==> src/hdl/ctrl_macros.svh <==
// control unit constants
`ifndef CTRL_MACROS_SVH
`define CTRL_MACROS_SVH

`define CTRL_WORD_W 32
`define CTRL_OPC_W  6
`define CTRL_FN_W   6
`define CTRL_REG_W  5
`define CTRL_IMM_W  16
`define CTRL_ST_W   4
`define CTRL_ALU_W  4
`define CTRL_EXT_W  3

// opcodes
`define OPC_RTYPE  6'b000000
`define OPC_REGIMM 6'b000001
`define OPC_J      6'b000010
`define OPC_JAL    6'b000011
`define OPC_BEQ    6'b000100
`define OPC_BNE    6'b000101
`define OPC_BLEZ   6'b000110
`define OPC_BGTZ   6'b000111
`define OPC_ADDIU  6'b001001
`define OPC_SLTI   6'b001010
`define OPC_SLTIU  6'b001011
`define OPC_ANDI   6'b001100
`define OPC_ORI    6'b001101
`define OPC_XORI   6'b001110
`define OPC_LUI    6'b001111
`define OPC_LB     6'b100000
`define OPC_LH     6'b100001
`define OPC_LW     6'b100011
`define OPC_LBU    6'b100100
`define OPC_LHU    6'b100101
`define OPC_SB     6'b101000
`define OPC_SH     6'b101001
`define OPC_SW     6'b101011

// R-format funct codes
`define FN_SLL   6'b000000
`define FN_SRL   6'b000010
`define FN_SRA   6'b000011
`define FN_SLLV  6'b000100
`define FN_SRLV  6'b000110
`define FN_SRAV  6'b000111
`define FN_JR    6'b001000
`define FN_JALR  6'b001001
`define FN_MFHI  6'b010000
`define FN_MTHI  6'b010001
`define FN_MFLO  6'b010010
`define FN_MTLO  6'b010011
`define FN_MULT  6'b011000
`define FN_MULTU 6'b011001
`define FN_DIV   6'b011010
`define FN_DIVU  6'b011011
`define FN_ADDU  6'b100001
`define FN_SUBU  6'b100011
`define FN_AND   6'b100100
`define FN_OR    6'b100101
`define FN_XOR   6'b100110
`define FN_SLT   6'b101010
`define FN_SLTU  6'b101011

// REGIMM rt codes with link
`define RT_BLTZAL 5'b10000
`define RT_BGEZAL 5'b10001

// sequencer states
`define ST_HALT   4'd0
`define ST_FETCH  4'd1
`define ST_DECODE 4'd2
`define ST_EXEC1  4'd3
`define ST_EXEC2  4'd4

// ALU op codes
`define ALU_ADD    4'b0000
`define ALU_SUB_EQ 4'b0001
`define ALU_FUNCT  4'b0010
`define ALU_AND    4'b0100
`define ALU_OR     4'b0101
`define ALU_XOR    4'b0110
`define ALU_SLT    4'b0111
`define ALU_NE     4'b1000
`define ALU_GTZ    4'b1001
`define ALU_LEZ    4'b1010
`define ALU_LTZ    4'b1011
`define ALU_SLTU   4'b1100

// load extend codes
`define EXT_NONE   3'b000
`define EXT_HALF_U 3'b100
`define EXT_HALF_S 3'b101
`define EXT_BYTE_U 3'b110
`define EXT_BYTE_S 3'b111

`endif
==> src/hdl/ctrl_pkg.sv <==
// control unit types
`default_nettype none

`include "ctrl_macros.svh"

package ctrl_pkg;

    typedef struct packed {
        logic [`CTRL_OPC_W-1:0] opcode;
        logic [`CTRL_REG_W-1:0] rs;
        logic [`CTRL_REG_W-1:0] rt;
        logic [`CTRL_REG_W-1:0] rd;
        logic [`CTRL_REG_W-1:0] shamt;
        logic [`CTRL_FN_W-1:0]  funct;
    } r_fields_t;

    typedef struct packed {
        logic [`CTRL_OPC_W-1:0] opcode;
        logic [`CTRL_REG_W-1:0] rs;
        logic [`CTRL_REG_W-1:0] rt;
        logic [`CTRL_IMM_W-1:0] imm;
    } i_fields_t;

    // same word seen as R-format or I-format
    typedef union packed {
        r_fields_t r;
        i_fields_t i;
    } instr_word_t;

    typedef logic [`CTRL_ST_W-1:0] state_t;

    typedef enum logic [`CTRL_ALU_W-1:0] {
        ALU_ADD    = `ALU_ADD,
        ALU_SUB_EQ = `ALU_SUB_EQ,
        ALU_FUNCT  = `ALU_FUNCT,   // ALU decodes funct itself
        ALU_AND    = `ALU_AND,
        ALU_OR     = `ALU_OR,
        ALU_XOR    = `ALU_XOR,
        ALU_SLT    = `ALU_SLT,
        ALU_NE     = `ALU_NE,
        ALU_GTZ    = `ALU_GTZ,
        ALU_LEZ    = `ALU_LEZ,
        ALU_LTZ    = `ALU_LTZ,
        ALU_SLTU   = `ALU_SLTU
    } alu_op_t;

    typedef enum logic [`CTRL_EXT_W-1:0] {
        EXT_NONE   = `EXT_NONE,
        EXT_HALF_U = `EXT_HALF_U,
        EXT_HALF_S = `EXT_HALF_S,
        EXT_BYTE_U = `EXT_BYTE_U,
        EXT_BYTE_S = `EXT_BYTE_S
    } ext_op_t;

    typedef enum logic [1:0] {
        MD_MTHI = 2'b00,
        MD_MTLO = 2'b01,
        MD_MULT = 2'b10,
        MD_DIV  = 2'b11
    } md_op_t;

endpackage

`default_nettype wire

==> src/hdl/ctrl_ifs.sv <==
// decoder result interfaces
`timescale 1ns/10ps
`default_nettype none

interface opc_dec_if;
    logic                  is_rtype;
    logic                  is_load;
    logic                  is_store;
    logic                  is_regimm;
    logic                  writes_reg;  // opcode writes rt or r31 in exec2
    logic                  store_byte;
    logic                  store_half;
    ctrl_pkg::alu_op_t     alu_op;
    logic                  alu_src;
    logic                  signed_imm;
    logic                  jump;
    logic                  branch;
    logic                  regdst;
    logic                  memtoreg;
    logic                  link;
    logic                  loadimmed;
    ctrl_pkg::ext_op_t     extend_op;

    modport dec (output is_rtype, is_load, is_store, is_regimm, writes_reg, store_byte,
                 store_half, alu_op, alu_src, signed_imm, jump, branch, regdst, memtoreg,
                 link, loadimmed, extend_op);
    modport seq (input is_rtype, is_load, is_store, is_regimm, writes_reg, store_byte,
                 store_half, alu_op, alu_src, signed_imm, jump, branch, regdst, memtoreg,
                 link, loadimmed, extend_op);
endinterface

interface fn_dec_if;
    logic              arith;       // funct writes rd
    logic              regjump;
    logic              jalr;
    logic              mult_div;
    logic              md_signed;
    ctrl_pkg::md_op_t  md_op;
    logic              hitoreg;
    logic              lotoreg;
    logic              branchlink;  // REGIMM link form

    modport dec (output arith, regjump, jalr, mult_div, md_signed, md_op, hitoreg, lotoreg,
                 branchlink);
    modport seq (input arith, regjump, jalr, mult_div, md_signed, md_op, hitoreg, lotoreg,
                 branchlink);
endinterface

`default_nettype wire

==> src/hdl/control_unit.sv <==
// control unit top level
`timescale 1ns/10ps
`default_nettype none

`include "ctrl_macros.svh"

module control_unit (
    input  logic                    clk,
    input  logic                    rst,
    input  logic                    run,
    input  logic [`CTRL_WORD_W-1:0] instr,
    input  logic                    waitrequest,
    input  logic [1:0]              addr_align,
    output ctrl_pkg::state_t        state,
    output logic [3:0]              byteenable,
    output logic                    bytewrite,
    output logic                    halfwrite,
    output ctrl_pkg::alu_op_t       alu_op,
    output logic                    alu_src,
    output logic                    signed_imm,
    output logic                    jump,
    output logic                    branch,
    output logic                    memread,
    output logic                    memwrite,
    output logic                    regdst,
    output logic                    memtoreg,
    output logic                    regwrite,
    output logic                    inwrite,
    output logic                    pctoadd,
    output logic                    pcwrite,
    output logic                    regtojump,
    output logic                    div_mult_en,
    output logic                    div_mult_signed,
    output ctrl_pkg::md_op_t        div_mult_op,
    output logic                    hitoreg,
    output logic                    lotoreg,
    output logic                    link,
    output logic                    loadimmed,
    output ctrl_pkg::ext_op_t       extend_op
);

    ctrl_pkg::instr_word_t word;

    assign word = ctrl_pkg::instr_word_t'(instr);

    opc_dec_if u_opc_if ();
    fn_dec_if  u_fn_if ();

    opcode_decoder u_opc_dec (
        .opcode (word.i.opcode),
        .dec_o  (u_opc_if)
    );

    funct_decoder u_fn_dec (
        .funct (word.r.funct),
        .rt    (word.i.rt),      // REGIMM link select
        .dec_o (u_fn_if)
    );

    control_sequencer u_seq (
        .clk             (clk),
        .rst             (rst),
        .run             (run),
        .waitrequest     (waitrequest),
        .addr_align      (addr_align),
        .opc_i           (u_opc_if),
        .fn_i            (u_fn_if),
        .state           (state),
        .byteenable      (byteenable),
        .bytewrite       (bytewrite),
        .halfwrite       (halfwrite),
        .alu_op          (alu_op),
        .alu_src         (alu_src),
        .signed_imm      (signed_imm),
        .jump            (jump),
        .branch          (branch),
        .memread         (memread),
        .memwrite        (memwrite),
        .regdst          (regdst),
        .memtoreg        (memtoreg),
        .regwrite        (regwrite),
        .inwrite         (inwrite),
        .pctoadd         (pctoadd),
        .pcwrite         (pcwrite),
        .regtojump       (regtojump),
        .div_mult_en     (div_mult_en),
        .div_mult_signed (div_mult_signed),
        .div_mult_op     (div_mult_op),
        .hitoreg         (hitoreg),
        .lotoreg         (lotoreg),
        .link            (link),
        .loadimmed       (loadimmed),
        .extend_op       (extend_op)
    );

endmodule

`default_nettype wire

==> src/hdl/control_sequencer.sv <==
// multicycle control sequencer
`timescale 1ns/10ps
`default_nettype none

`include "ctrl_macros.svh"

module control_sequencer (
    input  logic               clk,
    input  logic               rst,
    input  logic               run,
    input  logic               waitrequest,
    input  logic [1:0]         addr_align,
    opc_dec_if.seq             opc_i,
    fn_dec_if.seq              fn_i,
    output ctrl_pkg::state_t   state,
    output logic [3:0]         byteenable,
    output logic               bytewrite,
    output logic               halfwrite,
    output ctrl_pkg::alu_op_t  alu_op,
    output logic               alu_src,
    output logic               signed_imm,
    output logic               jump,
    output logic               branch,
    output logic               memread,
    output logic               memwrite,
    output logic               regdst,
    output logic               memtoreg,
    output logic               regwrite,
    output logic               inwrite,
    output logic               pctoadd,
    output logic               pcwrite,
    output logic               regtojump,
    output logic               div_mult_en,
    output logic               div_mult_signed,
    output ctrl_pkg::md_op_t   div_mult_op,
    output logic               hitoreg,
    output logic               lotoreg,
    output logic               link,
    output logic               loadimmed,
    output ctrl_pkg::ext_op_t  extend_op
);

    logic exec1;
    logic exec2;
    logic mem_rd_op;   // load or LUI reads memory in exec1
    logic rtype_fn;    // funct flags only count for R-format

    assign exec1     = state == `ST_EXEC1;
    assign exec2     = state == `ST_EXEC2;
    assign mem_rd_op = opc_i.is_load | opc_i.loadimmed;
    assign rtype_fn  = opc_i.is_rtype;
    assign pcwrite   = exec2 & ~waitrequest;

    always_ff @(posedge clk) begin
        if (rst) begin
            state <= `ST_HALT;
        end else begin
            case (state)
                `ST_HALT:   if (run) state <= `ST_FETCH;
                `ST_FETCH:  if (!waitrequest) state <= `ST_DECODE;
                `ST_DECODE: state <= `ST_EXEC1;
                `ST_EXEC1:  if (!(mem_rd_op && waitrequest)) state <= `ST_EXEC2;
                `ST_EXEC2:  if (!waitrequest) state <= `ST_FETCH;
                default:    state <= `ST_HALT;
            endcase
        end
    end

    always_comb begin
        byteenable      = 4'b1111;
        bytewrite       = 1'b0;
        halfwrite       = 1'b0;
        alu_op          = ctrl_pkg::ALU_ADD;
        alu_src         = 1'b0;
        signed_imm      = 1'b0;
        jump            = 1'b0;
        branch          = 1'b0;
        memread         = 1'b0;
        memwrite        = 1'b0;
        regdst          = 1'b0;
        memtoreg        = 1'b0;
        regwrite        = 1'b0;
        inwrite         = 1'b0;
        pctoadd         = 1'b0;
        regtojump       = 1'b0;
        div_mult_en     = 1'b0;
        div_mult_signed = 1'b0;
        div_mult_op     = ctrl_pkg::MD_MTHI;
        hitoreg         = 1'b0;
        lotoreg         = 1'b0;
        link            = 1'b0;
        loadimmed       = 1'b0;
        extend_op       = ctrl_pkg::EXT_NONE;

        if (state == `ST_FETCH) begin
            memread = 1'b1;                                  // PC to memory address
            pctoadd = 1'b1;
        end else if (state == `ST_DECODE) begin
            inwrite = 1'b1;                                  // latch the instruction
            pctoadd = 1'b1;
        end else if (exec1 || exec2) begin
            if (opc_i.store_byte) begin
                byteenable = 4'b1000 >> addr_align;
            end else if (opc_i.store_half) begin
                byteenable = 4'b1100 >> addr_align;
            end
            bytewrite       = opc_i.store_byte;
            halfwrite       = opc_i.store_byte | opc_i.store_half;
            alu_op          = opc_i.alu_op;
            alu_src         = opc_i.alu_src;
            signed_imm      = opc_i.signed_imm;
            branch          = opc_i.branch;
            regdst          = opc_i.regdst;
            memtoreg        = opc_i.memtoreg;
            loadimmed       = opc_i.loadimmed;
            extend_op       = opc_i.extend_op;
            jump            = opc_i.jump | (rtype_fn & fn_i.regjump);
            regtojump       = rtype_fn & fn_i.regjump;
            link            = opc_i.link | (rtype_fn & fn_i.jalr)
                            | (opc_i.is_regimm & fn_i.branchlink);
            hitoreg         = rtype_fn & fn_i.hitoreg;
            lotoreg         = rtype_fn & fn_i.lotoreg;
            div_mult_signed = rtype_fn & fn_i.md_signed;
            div_mult_op     = rtype_fn ? fn_i.md_op : ctrl_pkg::MD_MTHI;
            div_mult_en     = exec1 & rtype_fn & fn_i.mult_div;   // one exec1 pulse
            memread         = exec1 & mem_rd_op;
            memwrite        = exec2 & opc_i.is_store;
            regwrite        = exec2 & ((rtype_fn & fn_i.arith) | opc_i.writes_reg
                                       | (opc_i.is_regimm & fn_i.branchlink));
        end
    end

    a_state_legal: assert property (@(posedge clk) disable iff (rst)
        state inside {`ST_HALT, `ST_FETCH, `ST_DECODE, `ST_EXEC1, `ST_EXEC2})
        else $error("illegal state %0d", state);

    // no opcode decodes as both a memory read and a store
    a_rd_wr_excl: assert property (@(posedge clk) disable iff (rst)
        !(mem_rd_op && opc_i.is_store))
        else $error("instruction decoded as both memory read and store");

    a_exec2_hold: assert property (@(posedge clk) disable iff (rst)
        (state == `ST_EXEC2 && waitrequest) |=> state == `ST_EXEC2)
        else $error("exec2 left under waitrequest");

endmodule

`default_nettype wire

==> src/hdl/funct_decoder.sv <==
// funct and REGIMM decoder
`timescale 1ns/10ps
`default_nettype none

`include "ctrl_macros.svh"

module funct_decoder (
    input  logic [`CTRL_FN_W-1:0]  funct,
    input  logic [`CTRL_REG_W-1:0] rt,
    fn_dec_if.dec                  dec_o
);

    always_comb begin
        // functs that write rd in exec2
        dec_o.arith = funct inside {`FN_ADDU, `FN_SUBU, `FN_AND, `FN_OR, `FN_XOR,
                                    `FN_SLT, `FN_SLTU, `FN_SLL, `FN_SRL, `FN_SRA,
                                    `FN_SLLV, `FN_SRLV, `FN_SRAV, `FN_MFHI, `FN_MFLO,
                                    `FN_JALR};
        dec_o.regjump    = funct inside {`FN_JR, `FN_JALR};
        dec_o.jalr       = funct == `FN_JALR;
        dec_o.mult_div   = funct inside {`FN_MTHI, `FN_MTLO, `FN_MULT, `FN_MULTU,
                                         `FN_DIV, `FN_DIVU};
        dec_o.md_signed  = funct inside {`FN_MULT, `FN_DIV};
        dec_o.hitoreg    = funct == `FN_MFHI;
        dec_o.lotoreg    = funct == `FN_MFLO;
        dec_o.branchlink = rt inside {`RT_BLTZAL, `RT_BGEZAL};

        case (funct)
            `FN_MTLO:            dec_o.md_op = ctrl_pkg::MD_MTLO;
            `FN_MULT, `FN_MULTU: dec_o.md_op = ctrl_pkg::MD_MULT;
            `FN_DIV, `FN_DIVU:   dec_o.md_op = ctrl_pkg::MD_DIV;
            default:             dec_o.md_op = ctrl_pkg::MD_MTHI;   // MTHI and the rest
        endcase
    end

endmodule

`default_nettype wire

==> src/hdl/opcode_decoder.sv <==
// opcode decoder
`timescale 1ns/10ps
`default_nettype none

`include "ctrl_macros.svh"

module opcode_decoder (
    input  logic [`CTRL_OPC_W-1:0] opcode,
    opc_dec_if.dec                 dec_o
);

    always_comb begin
        dec_o.is_rtype   = 1'b0;
        dec_o.is_load    = 1'b0;
        dec_o.is_store   = 1'b0;
        dec_o.is_regimm  = 1'b0;
        dec_o.writes_reg = 1'b0;
        dec_o.store_byte = 1'b0;
        dec_o.store_half = 1'b0;
        dec_o.alu_op     = ctrl_pkg::ALU_ADD;
        dec_o.alu_src    = 1'b0;
        dec_o.signed_imm = 1'b0;
        dec_o.jump       = 1'b0;
        dec_o.branch     = 1'b0;
        dec_o.regdst     = 1'b0;
        dec_o.memtoreg   = 1'b0;
        dec_o.link       = 1'b0;
        dec_o.loadimmed  = 1'b0;
        dec_o.extend_op  = ctrl_pkg::EXT_NONE;

        case (opcode)
            `OPC_RTYPE: begin
                dec_o.is_rtype = 1'b1;
                dec_o.alu_op   = ctrl_pkg::ALU_FUNCT;
                dec_o.regdst   = 1'b1;                       // write to rd
            end
            `OPC_ADDIU, `OPC_SLTI, `OPC_SLTIU, `OPC_ANDI, `OPC_ORI, `OPC_XORI: begin
                dec_o.alu_src    = 1'b1;
                dec_o.writes_reg = 1'b1;
                dec_o.signed_imm = opcode == `OPC_SLTI;
                case (opcode)
                    `OPC_SLTI:  dec_o.alu_op = ctrl_pkg::ALU_SLT;
                    `OPC_SLTIU: dec_o.alu_op = ctrl_pkg::ALU_SLTU;
                    `OPC_ANDI:  dec_o.alu_op = ctrl_pkg::ALU_AND;
                    `OPC_ORI:   dec_o.alu_op = ctrl_pkg::ALU_OR;
                    `OPC_XORI:  dec_o.alu_op = ctrl_pkg::ALU_XOR;
                    default:    dec_o.alu_op = ctrl_pkg::ALU_ADD;   // ADDIU
                endcase
            end
            `OPC_LUI: begin
                dec_o.alu_src    = 1'b1;
                dec_o.writes_reg = 1'b1;
                dec_o.loadimmed  = 1'b1;
            end
            `OPC_BEQ: begin
                dec_o.branch = 1'b1;
                dec_o.alu_op = ctrl_pkg::ALU_SUB_EQ;
            end
            `OPC_BNE: begin
                dec_o.branch = 1'b1;
                dec_o.alu_op = ctrl_pkg::ALU_NE;
            end
            `OPC_BGTZ, `OPC_BLEZ, `OPC_REGIMM: begin
                dec_o.branch    = 1'b1;
                dec_o.alu_src   = 1'b1;
                dec_o.is_regimm = opcode == `OPC_REGIMM;
                case (opcode)
                    `OPC_BGTZ: dec_o.alu_op = ctrl_pkg::ALU_GTZ;
                    `OPC_BLEZ: dec_o.alu_op = ctrl_pkg::ALU_LEZ;
                    default:   dec_o.alu_op = ctrl_pkg::ALU_LTZ;    // rt picks the form
                endcase
            end
            `OPC_LB, `OPC_LBU, `OPC_LH, `OPC_LHU, `OPC_LW: begin
                dec_o.is_load    = 1'b1;
                dec_o.alu_src    = 1'b1;                     // base plus offset
                dec_o.writes_reg = 1'b1;
                case (opcode)
                    `OPC_LB:  dec_o.extend_op = ctrl_pkg::EXT_BYTE_S;
                    `OPC_LBU: dec_o.extend_op = ctrl_pkg::EXT_BYTE_U;
                    `OPC_LH:  dec_o.extend_op = ctrl_pkg::EXT_HALF_S;
                    `OPC_LHU: dec_o.extend_op = ctrl_pkg::EXT_HALF_U;
                    default:  dec_o.memtoreg  = 1'b1;         // LW
                endcase
            end
            `OPC_SB, `OPC_SH, `OPC_SW: begin
                dec_o.is_store   = 1'b1;
                dec_o.alu_src    = 1'b1;
                dec_o.regdst     = 1'b1;
                dec_o.store_byte = opcode == `OPC_SB;
                dec_o.store_half = opcode == `OPC_SH;
            end
            `OPC_J: begin
                dec_o.jump = 1'b1;
            end
            `OPC_JAL: begin
                dec_o.jump       = 1'b1;
                dec_o.link       = 1'b1;                     // return address to r31
                dec_o.writes_reg = 1'b1;
            end
            default: ;                                       // unknown opcode stays inactive
        endcase
    end

endmodule

`default_nettype wire

==> config.mk <==
export PLATFORM = sky130hd
export DESIGN_NAME = control_unit
export DESIGN_NICKNAME = d
export VERILOG_FILES = /design/src/hdl/ctrl_pkg.sv /design/src/hdl/ctrl_ifs.sv /design/src/hdl/control_unit.sv /design/src/hdl/control_sequencer.sv /design/src/hdl/funct_decoder.sv /design/src/hdl/opcode_decoder.sv
export VERILOG_INCLUDE_DIRS = /design/src /design/src/hdl
export SDC_FILE = /design/constraint.sdc
export NUM_CORES = 1
export LEC_CHECK = 0
export ABC_AREA = 1
export BUFFER_PORTS_ARGS = -buffer_cell sky130_fd_sc_hd__buf_2
export CAP_MARGIN = 0
export CORE_ASPECT_RATIO = 0.9
export CORE_UTILIZATION = 30
export CTS_CLUSTER_SIZE = 20
export DETAILED_ROUTE_END_ITERATION = 7
export SLEW_MARGIN = 20
export SYNTH_ARGS = -nofsm -noshare
export SYNTH_HDL_FRONTEND = slang
export SYNTH_SLANG_ARGS = --single-unit
==> constraint.sdc <==
create_clock -name clk -period 1.2 [get_ports clk]
set_input_delay 0.06 -clock clk [delete_from_list [all_inputs] [get_ports clk]]
set_output_delay 0.06 -clock clk [all_outputs]
set_load 0.02 [all_outputs]
* After elaboration in Yosys (flattened, before gate mapping) *
Cells that the tools add are included.
Widths: inputs -> output; s select.

cells by class
  equal/unequal tests = 54
  bitwise operators = 21
  shift operators = 2
  reductions and logical operators = 23
  muxes and demuxes = 99

operators with widths
  cell                 number
  $eq 6x6->1 const B   15
  $mux 1               73
  $pmux 4 s5           3
  $eq 6x4->1 const B   9
  $eq 6x5->1 const B   8
  $mux 4               12
  $eq 6x3->1 const B   7
  $eq 6x2->1 const B   4
  $reduce_or 18->1     1
  $reduce_bool 16->1   1
  $and 1x1->1          13
  $reduce_or 13->1     1
  $logic_not 6->1      2
  $mux 3               4
  $pmux 3 s4           1
  $eq 5x5->1 const B   2
  $reduce_or 5->1      2
  $eq 4x2->1 const B   2
  $mux 2               4
  $ne 2x2->1 const B   4
  $reduce_or 4->1      2
  $shr 4x2->4 const A  2
  $or 1x1->1           7
  $eq 6x1->1 const B   1
  14 further kinds     19

storage, ports and cells
  word-level logic and storage cells = 200
  bits in registers = 4

* Longest topological paths before layout *
Gate-level depths: netlist of run 1.

  depth in word-level cells = 9
  gate-level depth with buffers = 10
  mapped depth without buffers = 10

* Cells and area by module *
From an unflattened synthesis of run 1, not the netlist that was laid out.

second synthesis, totals
  cell total of the unflattened synthesis = 246
  area, all modules = 1,382.6 sq um

by module, submodules not included
  module             sequential area each (sq um)  instances  area an instance (sq um)  cells each
  control_sequencer  60.1                          1          780.7                     118
  opcode_decoder     0.0                           1          420.4                     88
  funct_decoder      0.0                           1          181.4                     40

* Worst setup path after synthesis of run 1 *
No wires, ideal clock.

  kind = register to output
  from = register u_seq.state[0]
  to = output div_mult_op[0]
  path slack = -0.324 ns
  cell stages (with the launch flop) = 8
  arrival = 1.464 ns
  required time = 1.140 ns
  buffers on the path = 0
  path through = dfxtp_1 -> nor2_2 -> nand2_1 -> nand2_1 -> inv_2 -> nor2_2 -> inv_2 -> nor3_1

on the way
  word-level cells in the longest chain between the ends = 5

ends and longest elaborated chain
  what                                      line                      source
  from (decl)                               control_sequencer.sv:15   output ctrl_pkg::state_t state,
  from (signal assigned)                    control_sequencer.sv:56   state <= `ST_HALT;
  from (signal assigned)                    control_sequencer.sv:59   `ST_HALT: if (run) state <= `ST_FETCH;
  from (signal assigned)                    control_sequencer.sv:60   `ST_FETCH: if (!waitrequest) state <= `ST_DECODE;
  $eq 4x2->1 or $eq 4x3->1 (tied branches)  -
  $logic_or 1x1->1                          control_sequencer.sv:101  end else if (exec1 || exec2) begin
  $mux 2                                    control_sequencer.sv:101
  $mux 2                                    control_sequencer.sv:98   end else if (state == `ST_DECODE) begin
  $mux 2 (*)                                control_sequencer.sv:95   if (state == `ST_FETCH) begin
  to (decl)                                 control_unit.sv:34        output ctrl_pkg::md_op_t div_mult_op,

Mark *: on every way between the ends. The rest lies on a longest branch, timed or not.

* Final worst setup path of run 1 *
  from = register u_seq.state[2]
  to = output alu_op[3]

on the way
  word-level cells in the longest chain between the ends = 5

ends and longest elaborated chain
  what                                      line                      source
  $eq 4x2->1 or $eq 4x3->1 (tied branches)  -
  $logic_or 1x1->1                          control_sequencer.sv:101
  $mux 4                                    control_sequencer.sv:101
  $mux 4                                    control_sequencer.sv:98
  $mux 4 (*)                                control_sequencer.sv:95
  to (decl)                                 control_unit.sv:18        output ctrl_pkg::alu_op_t alu_op,

Marked as above.

==> results of run 1 <==
[per-layer routing]
layer	vias to the layer above	global-route usage, %
met3	10	2.364
met4	0	3.488
li1	819	-
met2	59	40.11
met1	722	28.21
met5	-	0
[kinds of logic after synthesis]
logic type,Yosys count
fa+ha+maj,4
simple gates,120
buf+inv,39
flops,3
compound gates,19
other cells,1
[worst max-delay path, cell delays in order, from the launching register on]
cell and delay (ps):
dfxtp_2 340, inv_4 90, nand3_2 130, nand2_4 140
inv_8 40, buf_4 150, buf_12 140, a41oi_2 150
buf_4 160
[synth_stat cells, drive strengths merged (2+ instances only)]
library cell  number  area, µm²
nand2             41      153.9
nor3               9      50.05
a21oi              4      20.02
nor2              45      188.9
nand4              3      18.77
o21ai              8      40.03
inv               37      138.9
dfxtp              3      60.06
nand3             20      110.1
ha                 4      50.05
o31ai              2      15.01
buf                2      12.51
[worst max-delay path by stage]
stage | startpoint | end | slack, ps | depth (start not counted)
floorplan | u_seq.state[0]$_SDFFE_PP0P_ | link | -100 | 7
global placement | u_seq.state[0]$_SDFFE_PP0P_ | link | -140 | 8
detailed placement | u_seq.state[0]$_SDFFE_PP0P_ | link | -170 | 8
CTS | u_seq.state[1]$_SDFFE_PP0P_ | link | -330 | 8
global route | u_seq.state[2]$_SDFFE_PP0P_ | link | -480 | 8
finish | u_seq.state[2]$_SDFFE_PP0P_ | alu_op[3] | -430 | 8
[cells in the final DEF (no fill, tap or decap), types with 5 or more instances in the layout]
cell,n
buf_4,59
nor2_1,26
buf_6,22
nand2_1,36
buf_2,28
nand3_1,15
nand3_2,5
nor2_4,15
inv_1,31
[power by group]
group	switching, mW	internal, mW	leakage, nW	total [mW]
registers	0.0390	0.132	0.0264	0.171
clock network	0.0549	0.125	0.0150	0.180
logic	0.612	0.526	1.07	1.14
total	0.706	0.783	1.11	1.49
[timing repair]
item | CTS | global route
setup buffers | 7 | 4
endpoints found under the setup margin | 35 | 37
gates resized for setup | 52 | 49
pin swaps | 4 | 5
hold endpoints to repair | 1 | 0
cloned | 0 | 1
hold buffers | 1 | 0
[stage by stage]
stage	setup WS (ps)	setup TNS (ps)	area [µm²]	hold WS (ps)
detailed placement	-169.7	-1326	1685	234.3
floorplan	-98.39	-742.2	1042	125.0
CTS	-332.2	-6928	1936	218.5
global placement	-138.1	-1035	1685	237.0
finish	-427.3	-10520	2178	244.9
global route	-477.4	-12130	2178	276.3
[area by class of cell]
class	count	area, µm²
repair buffers	112	885.9
clock buffers	4	26.28
fillers	224	636.9
well taps	40	50.05
flip-flops and latches	3	68.82
inverters	37	151.4
multi-input cells	144	996.0
==> flow_metrics.tcl, run 1 <==
set metrics [dict create \
    clk_latency_ps 230 \
    cts_tree "built" \
    crit_arrival_ps 1570 \
    ys_seq_elements 3 \
    core_um2 2815 \
    r2r_end "u_seq.state[0]$_SDFFE_PP0P_" \
    track_usage_pct 22.01 \
    peakVddDrop_mv 0.9612 \
    wl_met1_um 1764 \
    synth_top_family_by_area "simple AND/OR/NAND/NOR gates" \
    fp-row-count 18 \
    cts_buffer_depth 2 \
    fin_crit_sh_pct 135.6 \
    synth_compound_area_share_pct 12.13 \
    antenna_found_initial 0 \
    post-place-cells 324 \
    final_hold_viol_count 0 \
    finalPower_mw 1.489 \
    fmax_mhz 614.5 \
    critPathCaptureType "output port" \
    wl_met3_um 220 \
    grt_pass1_vias 1340 \
    p_leak_nw 1.108 \
    dp_hpwl_um 2670 \
    htreeDepth 1 \
    syn_area_per_cell_um2 4.938 \
    top_regs "u_seq.state (3)" \
    rr_worst_depth 13 \
    antenna_left 0 \
    layout_min_cycle_time_ps 1627 \
    yosysSeqAreaShare_pct 6.540 \
    finalClockSkew_ps 2.562 \
    highest_layer "met4" \
    rsz0062_at_grt "yes" \
    syn_inst 186 \
    cp-start-kind "flip-flop" \
    holdPathEnd "u_seq.state[2]$_SDFFE_PP0P_" \
    nets 343 \
    firstDrtPassIters 4 \
    slew_viol_final 0 \
    cts_inserted_buffers 3 \
    grt_pass1_wl_um 5609 \
    largest_reg_flops 3 \
    grt_max_degree 10 \
    setup_viol 35 \
    n_antenna_cell 0 \
    status "finished with violations" \
    num_vias 1610 \
    clk_pin_slew_ps 40 \
    start_util_pct 32.62 \
    synthMuxAreaShare_pct 0 \
    wl_per_cell_um 12.34 \
    violations "setup timing" \
    gr-total-overflow 0 \
    synth-edff-count 0 \
    fin_ws_ps -427.3 \
    min_from "waitrequest" \
    dieHeight_um 54.49 \
    via_per_inst 4.735 \
    worstSetupPathType "flip-flop to output port" \
    fin_util_pct 77.38 \
    gp_congestion 0.8419 \
    syn2layout_area_growth_pct 137.2 \
    wl_um 4195 \
    max-cap-violations 0 \
    synth_xor_area_share_pct 0 \
    drtIter0Drc 64 \
    instances_no_fill 340 \
    r2r_slack_ps -350 \
    yosysWarnings 0 \
    remaining_drc_errors 0 \
    synth_adder_area_share_pct 5.450 \
    hold_depth 4 \
    place.port_buffers 58 \
    syn-cell-area_um2 918.4 \
    yosys.area_share.simple_pct 58.99 \
    die_x_um 60.32 \
    critical_path.max_fanout 5 \
    reg2reg_from "u_seq.state[0]$_SDFFE_PP0P_" \
    hold_class "input pin to flip-flop" \
    ios 76 \
    drive_above_1_share_pct 56.33 \
    cts-root-buf "clkbuf_4" \
    powerDensity_nw_per_um2 683.5 \
    yosys.cell_types.count 27 \
    dieArea_um2 3287 \
    dr_wl_met2_um 2129 \
    required_ps 1140 \
    ys_async_sr_fraction_pct 0 \
    synth_nets 228 \
    synth-main-ff-cell "dfxtp_1" \
    regMostFlops "u_seq.state" \
    cts.sinks 3 \
]
(Power assumes the default switching activity.)
==> run 2: changes to the inputs <==
- BUFFER_PORTS_ARGS: -buffer_cell sky130_fd_sc_hd__buf_2 -> not set
- DONT_BUFFER_PORTS: not set -> 1
==> run 2 against run 1 <==
The run still ends with setup timing left. Cell area decreased by 23%. Core utilization shrank 17 points. Sequential cell count unchanged. Clock skew increased by 3.7 ps. Sequential power shrank 6%. Combinational power down 22%. Count of clock-buffer cells in the layout is the same. First-iteration DRC count decreased by 13%. Total power is 18% lower. Die area stayed put.
==> flow_metrics.tcl, run 2 (synthesis gave the netlist of run 1 again) <==
set metrics [dict create \
    place_area_um2 1320 \
    clk_pin_slew_ps 40 \
    drtIter0Drc 56 \
    die_x_um 60.32 \
    pwr-share-seq_pct 13.1 \
    critical_path.max_fanout 4 \
    syn2layout_area_growth_pct 83.65 \
    wl_um 3219 \
    layout_commonest_cell "nand2_1" \
    violations "setup timing" \
    remaining_drc_errors 0 \
    internal_power_uw 636.3 \
    track_usage_pct 20.20 \
    cts_buffer_depth 2 \
    most-common-layout-cells "nand2_1 (35), nor2_1 (27), buf_4 (27)" \
    dieHeight_um 54.49 \
    fmax_mhz 656.5 \
    cts-root-buf "clkbuf_4" \
    largest_reg_flops 3 \
    antenna_found_initial 0 \
    final_hold_viol_count 0 \
    pwr-share-clk_pct 14.5 \
    n_antenna_cell 0 \
    status "finished with violations" \
    rsz0062_at_grt "yes" \
    start_util_pct 32.62 \
    dieArea_um2 3287 \
    final_cell_area_um2 1687 \
    dp_hpwl_um 2394 \
    wl_per_cell_um 11.97 \
    grt_max_degree 10 \
    hold_class "input pin to flip-flop" \
    instances_no_fill 269 \
    via_per_inst 4.877 \
    cts.sinks 3 \
    crit_arrival_ps 1460 \
    grt_pass1_vias 1152 \
    antenna_left 0 \
    layout_min_cycle_time_ps 1523 \
    finalClockSkew_ps 6.218 \
    powerDensity_nw_per_um2 725.1 \
    nets 272 \
    required_ps 1140 \
    gr-total-overflow 0 \
    top_regs "u_seq.state (3)" \
    cp-start-kind "flip-flop" \
    post-place-cells 256 \
    p_comb_share_pct 72.4 \
    ios 76 \
    regMostFlops "u_seq.state" \
    switching_share_pct 47.97 \
    worstSetupPathType "flip-flop to output port" \
    num_vias 1312 \
    cts_tree "built" \
    htreeDepth 1 \
    cts_inserted_buffers 3 \
    max-cap-violations 0 \
    peakVddDrop_mv 0.6490 \
    nFillCells 264 \
    drive_above_1_share_pct 45.85 \
    fin_ws_ps -323.2 \
    fin_crit_sh_pct 126.9 \
    grt_pass1_wl_um 5085 \
    firstDrtPassIters 4 \
    slew_viol_final 0 \
    place.port_buffers 0 \
    clk_latency_ps 230 \
    setup_viol 32 \
    core_um2 2815 \
    p_sw_uw 586.7 \
    p_leak_nw 0.7730 \
    critPathCaptureType "output port" \
    fp-row-count 18 \
    gp_congestion 0.8656 \
]
==> run 2: cell count changes in the layout (fill, tap and decap cells not counted), sizes merged <==
cell,change
buf,-70
clkbuf,-1
==> run 2: worst max-delay path, cell delays in order (launching register included) <==
cell and delay [ps]:
dfxtp_4 350, nor2_4 110, nand2_2 60, nand2_2 90, inv_4 50, nor2_4 80
nand4_1 200, buf_4 220, inv_4 70
==> run 2: worst paths after layout <==
check,startpoint,to,slack (ps),cells after the start
setup reg to reg,u_seq.state[2]$_SDFFE_PP0P_,u_seq.state[1]$_SDFFE_PP0P_,-110,10
hold reg to reg,u_seq.state[0]$_SDFFE_PP0P_,u_seq.state[0]$_SDFFE_PP0P_,730,5
setup / recovery,u_seq.state[0]$_SDFFE_PP0P_,regtojump,-320,8
hold / removal,waitrequest,u_seq.state[2]$_SDFFE_PP0P_,100,3
==> run 2: metrics by stage <==
| stage | utilization (%) | power (mW) | setup TNS (ps) | hold WS, ps | worst slack, ps |
|---|---|---|---|---|---|
| finish | 59.91 | 1.223 | -5770 | 100.6 | -323.2 |
| CTS | 57.51 | 1.156 | -6365 | 88.80 | -325.6 |
| detailed placement | 46.89 | 0.7957 | -642.9 | 128.5 | -125.5 |
| global route | 59.91 | 1.321 | -8162 | 103.8 | -414.1 |
| floorplan | - | 0.5919 | -742.2 | 125.0 | -98.39 |
| global placement | 46.89 | 0.7954 | -350.9 | 127.7 | -84.23 |
==> run 2: per-layer routing <==
layer,track usage (%),vias up,routed length (µm)
li1,-,678,-
met1,26.08,577,1376
met2,36.08,55,1591
met3,3.310,2,235
met4,2.326,0,14
met5,0,-,0
==> run 2: timing repair <==
| action | 4_1_cts | 5_1_grt |
|---|---|---|
| pin swaps | 13 | 6 |
| hold buffers | 1 | 0 |
| gates resized for setup | 50 | 18 |
| buffers inserted | 7 | 3 |
| setup endpoints to repair | 35 | 37 |
| endpoints found under the hold margin | 3 | 0 |
==> run 2: layout make-up <==
class                      instances  area (µm²)  area share, %
multi-input combinational        144        1027          60.91
sequential                         3       68.82          4.080
tap                               40       50.05          2.967
clock buffer                       4       26.28          1.558
timing repair buffer              41       367.9          21.81
inverter                          37       146.4          8.679
==> run 2: power by group through the flow <==
stage / Clock, mW / Sequential, mW / Combinational [mW]
final: 0.177 / 0.160 / 0.885
after floorplan: 0 / 0.191 / 0.401
after global routing: 0.199 / 0.166 / 0.956
after detailed placement: 0 / 0.167 / 0.629
after CTS: 0.181 / 0.164 / 0.812
after global placement: 0 / 0.165 / 0.630
==> run 3: changes to the inputs <==
- ABC_AREA: 1 -> 0
- TNS_END_PERCENT: not set -> 50
==> run 3 against run 2 <==
The run still ends with setup timing left. Register-to-register slack improved by 30 ps. Via count fell by 3.3%. Synthesized cell count decreased by 18%. Setup slack got worse by 390 ps. Global-route usage fell by 0.97 points. Non-clock buffer count up 5. Clock power hardly changed. Sequential power fell by 29%. Core utilization decreased by 6.8 points. Hold slack lost 74 ps. First-iteration DRC count down 48%. Highest routed layer unchanged. Routed wire length grew 7.6%.
==> flow_metrics.tcl, run 3 <==
set metrics [dict create \
    synth_compound_area_share_pct 28.06 \
    ys_top_cells_by_area "nor2_1 (7.7%), dfxtp_1 (6.1%), ha_1 (5.1%)" \
    dieArea_um2 3503 \
    regMostFlops "u_seq.state" \
    num_vias 1269 \
    htreeDepth 1 \
    antenna_found_initial 0 \
    synth_nets 194 \
    crit_path_start "u_seq.state[1]$_SDFFE_PP0P_" \
    syn-cell-area_um2 980.9 \
    crit_arrival_ps 1850 \
    ys_seq_elements 3 \
    holdWs_ps 27.09 \
    max-cap-violations 0 \
    die_x_um 62.28 \
    fin_ws_ps -710.8 \
    ios 76 \
    powerDensity_nw_per_um2 381.3 \
    r2r_end "u_seq.state[2]$_SDFFE_PP0P_" \
    grt_pass1_vias 1219 \
    critical_path.max_fanout 6 \
    core_um2 3090 \
    post-place-cells 219 \
    fp-row-count 19 \
    holdPathEnd "u_seq.state[2]$_SDFFE_PP0P_" \
    min_from "waitrequest" \
    most-common-layout-cells "buf_4 (35), nor2_1 (18), nand2_1 (11)" \
    clk_pin_slew_ps 40 \
    via_per_inst 5.494 \
    place_ws_ps -514.2 \
    fin_crit_sh_pct 159.2 \
    critPathCaptureType "output port" \
    ys_async_sr_fraction_pct 0 \
    finalSetupTns_ps -17260 \
    cts_tree "built" \
    wl_um 3465 \
    layout_min_cycle_time_ps 1911 \
    yosys.area_share.simple_pct 48.60 \
    slew_viol_final 0 \
    cts.sinks 3 \
    synth_adder_area_share_pct 5.102 \
    cts_inserted_buffers 3 \
    top_regs "u_seq.state (3)" \
    hold_class "input pin to flip-flop" \
    gp_congestion 0.7985 \
    antenna_left 0 \
    synth-main-ff-cell "dfxtp_1" \
    finalClockSkew_ps 1.053 \
    rr_worst_depth 4 \
    syn2layout_area_growth_pct 67.47 \
    violations "setup timing" \
    syn_inst 152 \
    synth_top_family_by_area "simple AND/OR/NAND/NOR gates" \
    place.port_buffers 0 \
    synth-edff-count 0 \
    final_hold_viol_count 0 \
    clk_latency_ps 230 \
    gr-total-overflow 0 \
    syn_area_per_cell_um2 6.454 \
    synth_area_leader_cell "nor2_1" \
    synth_commonest_cells "nor2_1 (20), nand2_1 (12), nor3_1 (10)" \
    p_leak_nw 0.6414 \
    yosysSeqAreaShare_pct 6.122 \
    r2r_slack_ps -80 \
    cts-root-buf "clkbuf_4" \
    fmax_mhz 523.4 \
    drive_above_1_share_pct 47.62 \
    drtIter0Drc 29 \
    yosysWarnings 0 \
    instances_no_fill 231 \
    worstSetupPathType "flip-flop to output port" \
    cp-start-kind "flip-flop" \
    remaining_drc_errors 0 \
    layout_commonest_cell "buf_4" \
    rsz0062_at_grt "yes" \
    dieHeight_um 56.25 \
    track_usage_pct 19.23 \
    grt_max_degree 21 \
    grt_pass1_wl_um 5492 \
    hold_depth 2 \
    yosys.cell_types.count 51 \
    n_antenna_cell 0 \
    status "finished with violations" \
    cts_buffer_depth 2 \
    nets 232 \
    synthMuxAreaShare_pct 0 \
    required_ps 1140 \
    firstDrtPassIters 4 \
    dp_hpwl_um 2528 \
    yosysMostFrequentCell "nor2_1" \
    setup_viol 35 \
    wl_per_cell_um 15.00 \
    reg2reg_from "u_seq.state[1]$_SDFFE_PP0P_" \
    synth_top_area_share_pct 7.653 \
    synth_xor_area_share_pct 0.8929 \
    largest_reg_flops 3 \
    peakVddDrop_mv 0.1693 \
    start_util_pct 31.74 \
]
run 3: repair_timing:
action | CTS | global route
hold buffers | 2 | 0
endpoints found under the hold margin | 3 | 0
pin swaps | 7 | 3
gates resized for setup | 10 | 14
buffers inserted | 3 | 3
setup endpoints to repair | 37 | 37
run 3: metal layers:
layer	vias to the layer above	track usage [%]	part of all wire (%)
met3	2	3.455	7.2
met5	-	0	0
met2	54	34.22	50
li1	626	-	-
met4	0	6.977	0.55
met1	587	23.09	43
run 3: worst max path at each step:
stage	endpoint	cells after the start	slack [ps]
floorplan	jump	6	-720
global placement	jump	4	-470
detailed placement	div_mult_signed	4	-510
CTS	lotoreg	5	-710
global route	div_mult_signed	4	-770
finish	div_mult_signed	4	-710
run 3: per-stage QoR:
step	utilization (%)	instance area [µm²]	power [mW]
floorplan	-	1180	0.3746
finish	53.16	1643	0.6264
detailed placement	46.72	1444	0.4148
global placement	46.72	1444	0.4062
global route	53.16	1643	0.6690
CTS	50.20	1551	0.6100
run 3: final cells by class:
type | count | area (µm²)
Inverter | 9 | 33.78
Tap cell | 42 | 52.55
Clock buffer | 4 | 26.28
Multi-Input combinational cell | 127 | 1069
Timing Repair Buffer | 46 | 392.9
Sequential cell | 3 | 68.82
Fill cell | 312 | 1448
run 3: kinds of logic after synthesis:
logic type,after synthesis
AOI/OAI and AO/OA,37
xor gates and xnor gates,1
adders and majority gates,4
buffers and inverters,22
DFF,3
other,1
and+or+nand+nor,84
run 3: power by group:
part	total, mW	internal [mW]	switching (mW)
sequential	0.113	0.108	0.00531
clock	0.178	0.125	0.0534
combinational	0.335	0.152	0.184
run 3: critical path, stage by stage, from the launching register on:
cell,delay [ps]
dfxtp_2,320
or3b_4,450
a2111oi_4,430
and2_4,210
and2b_2,200
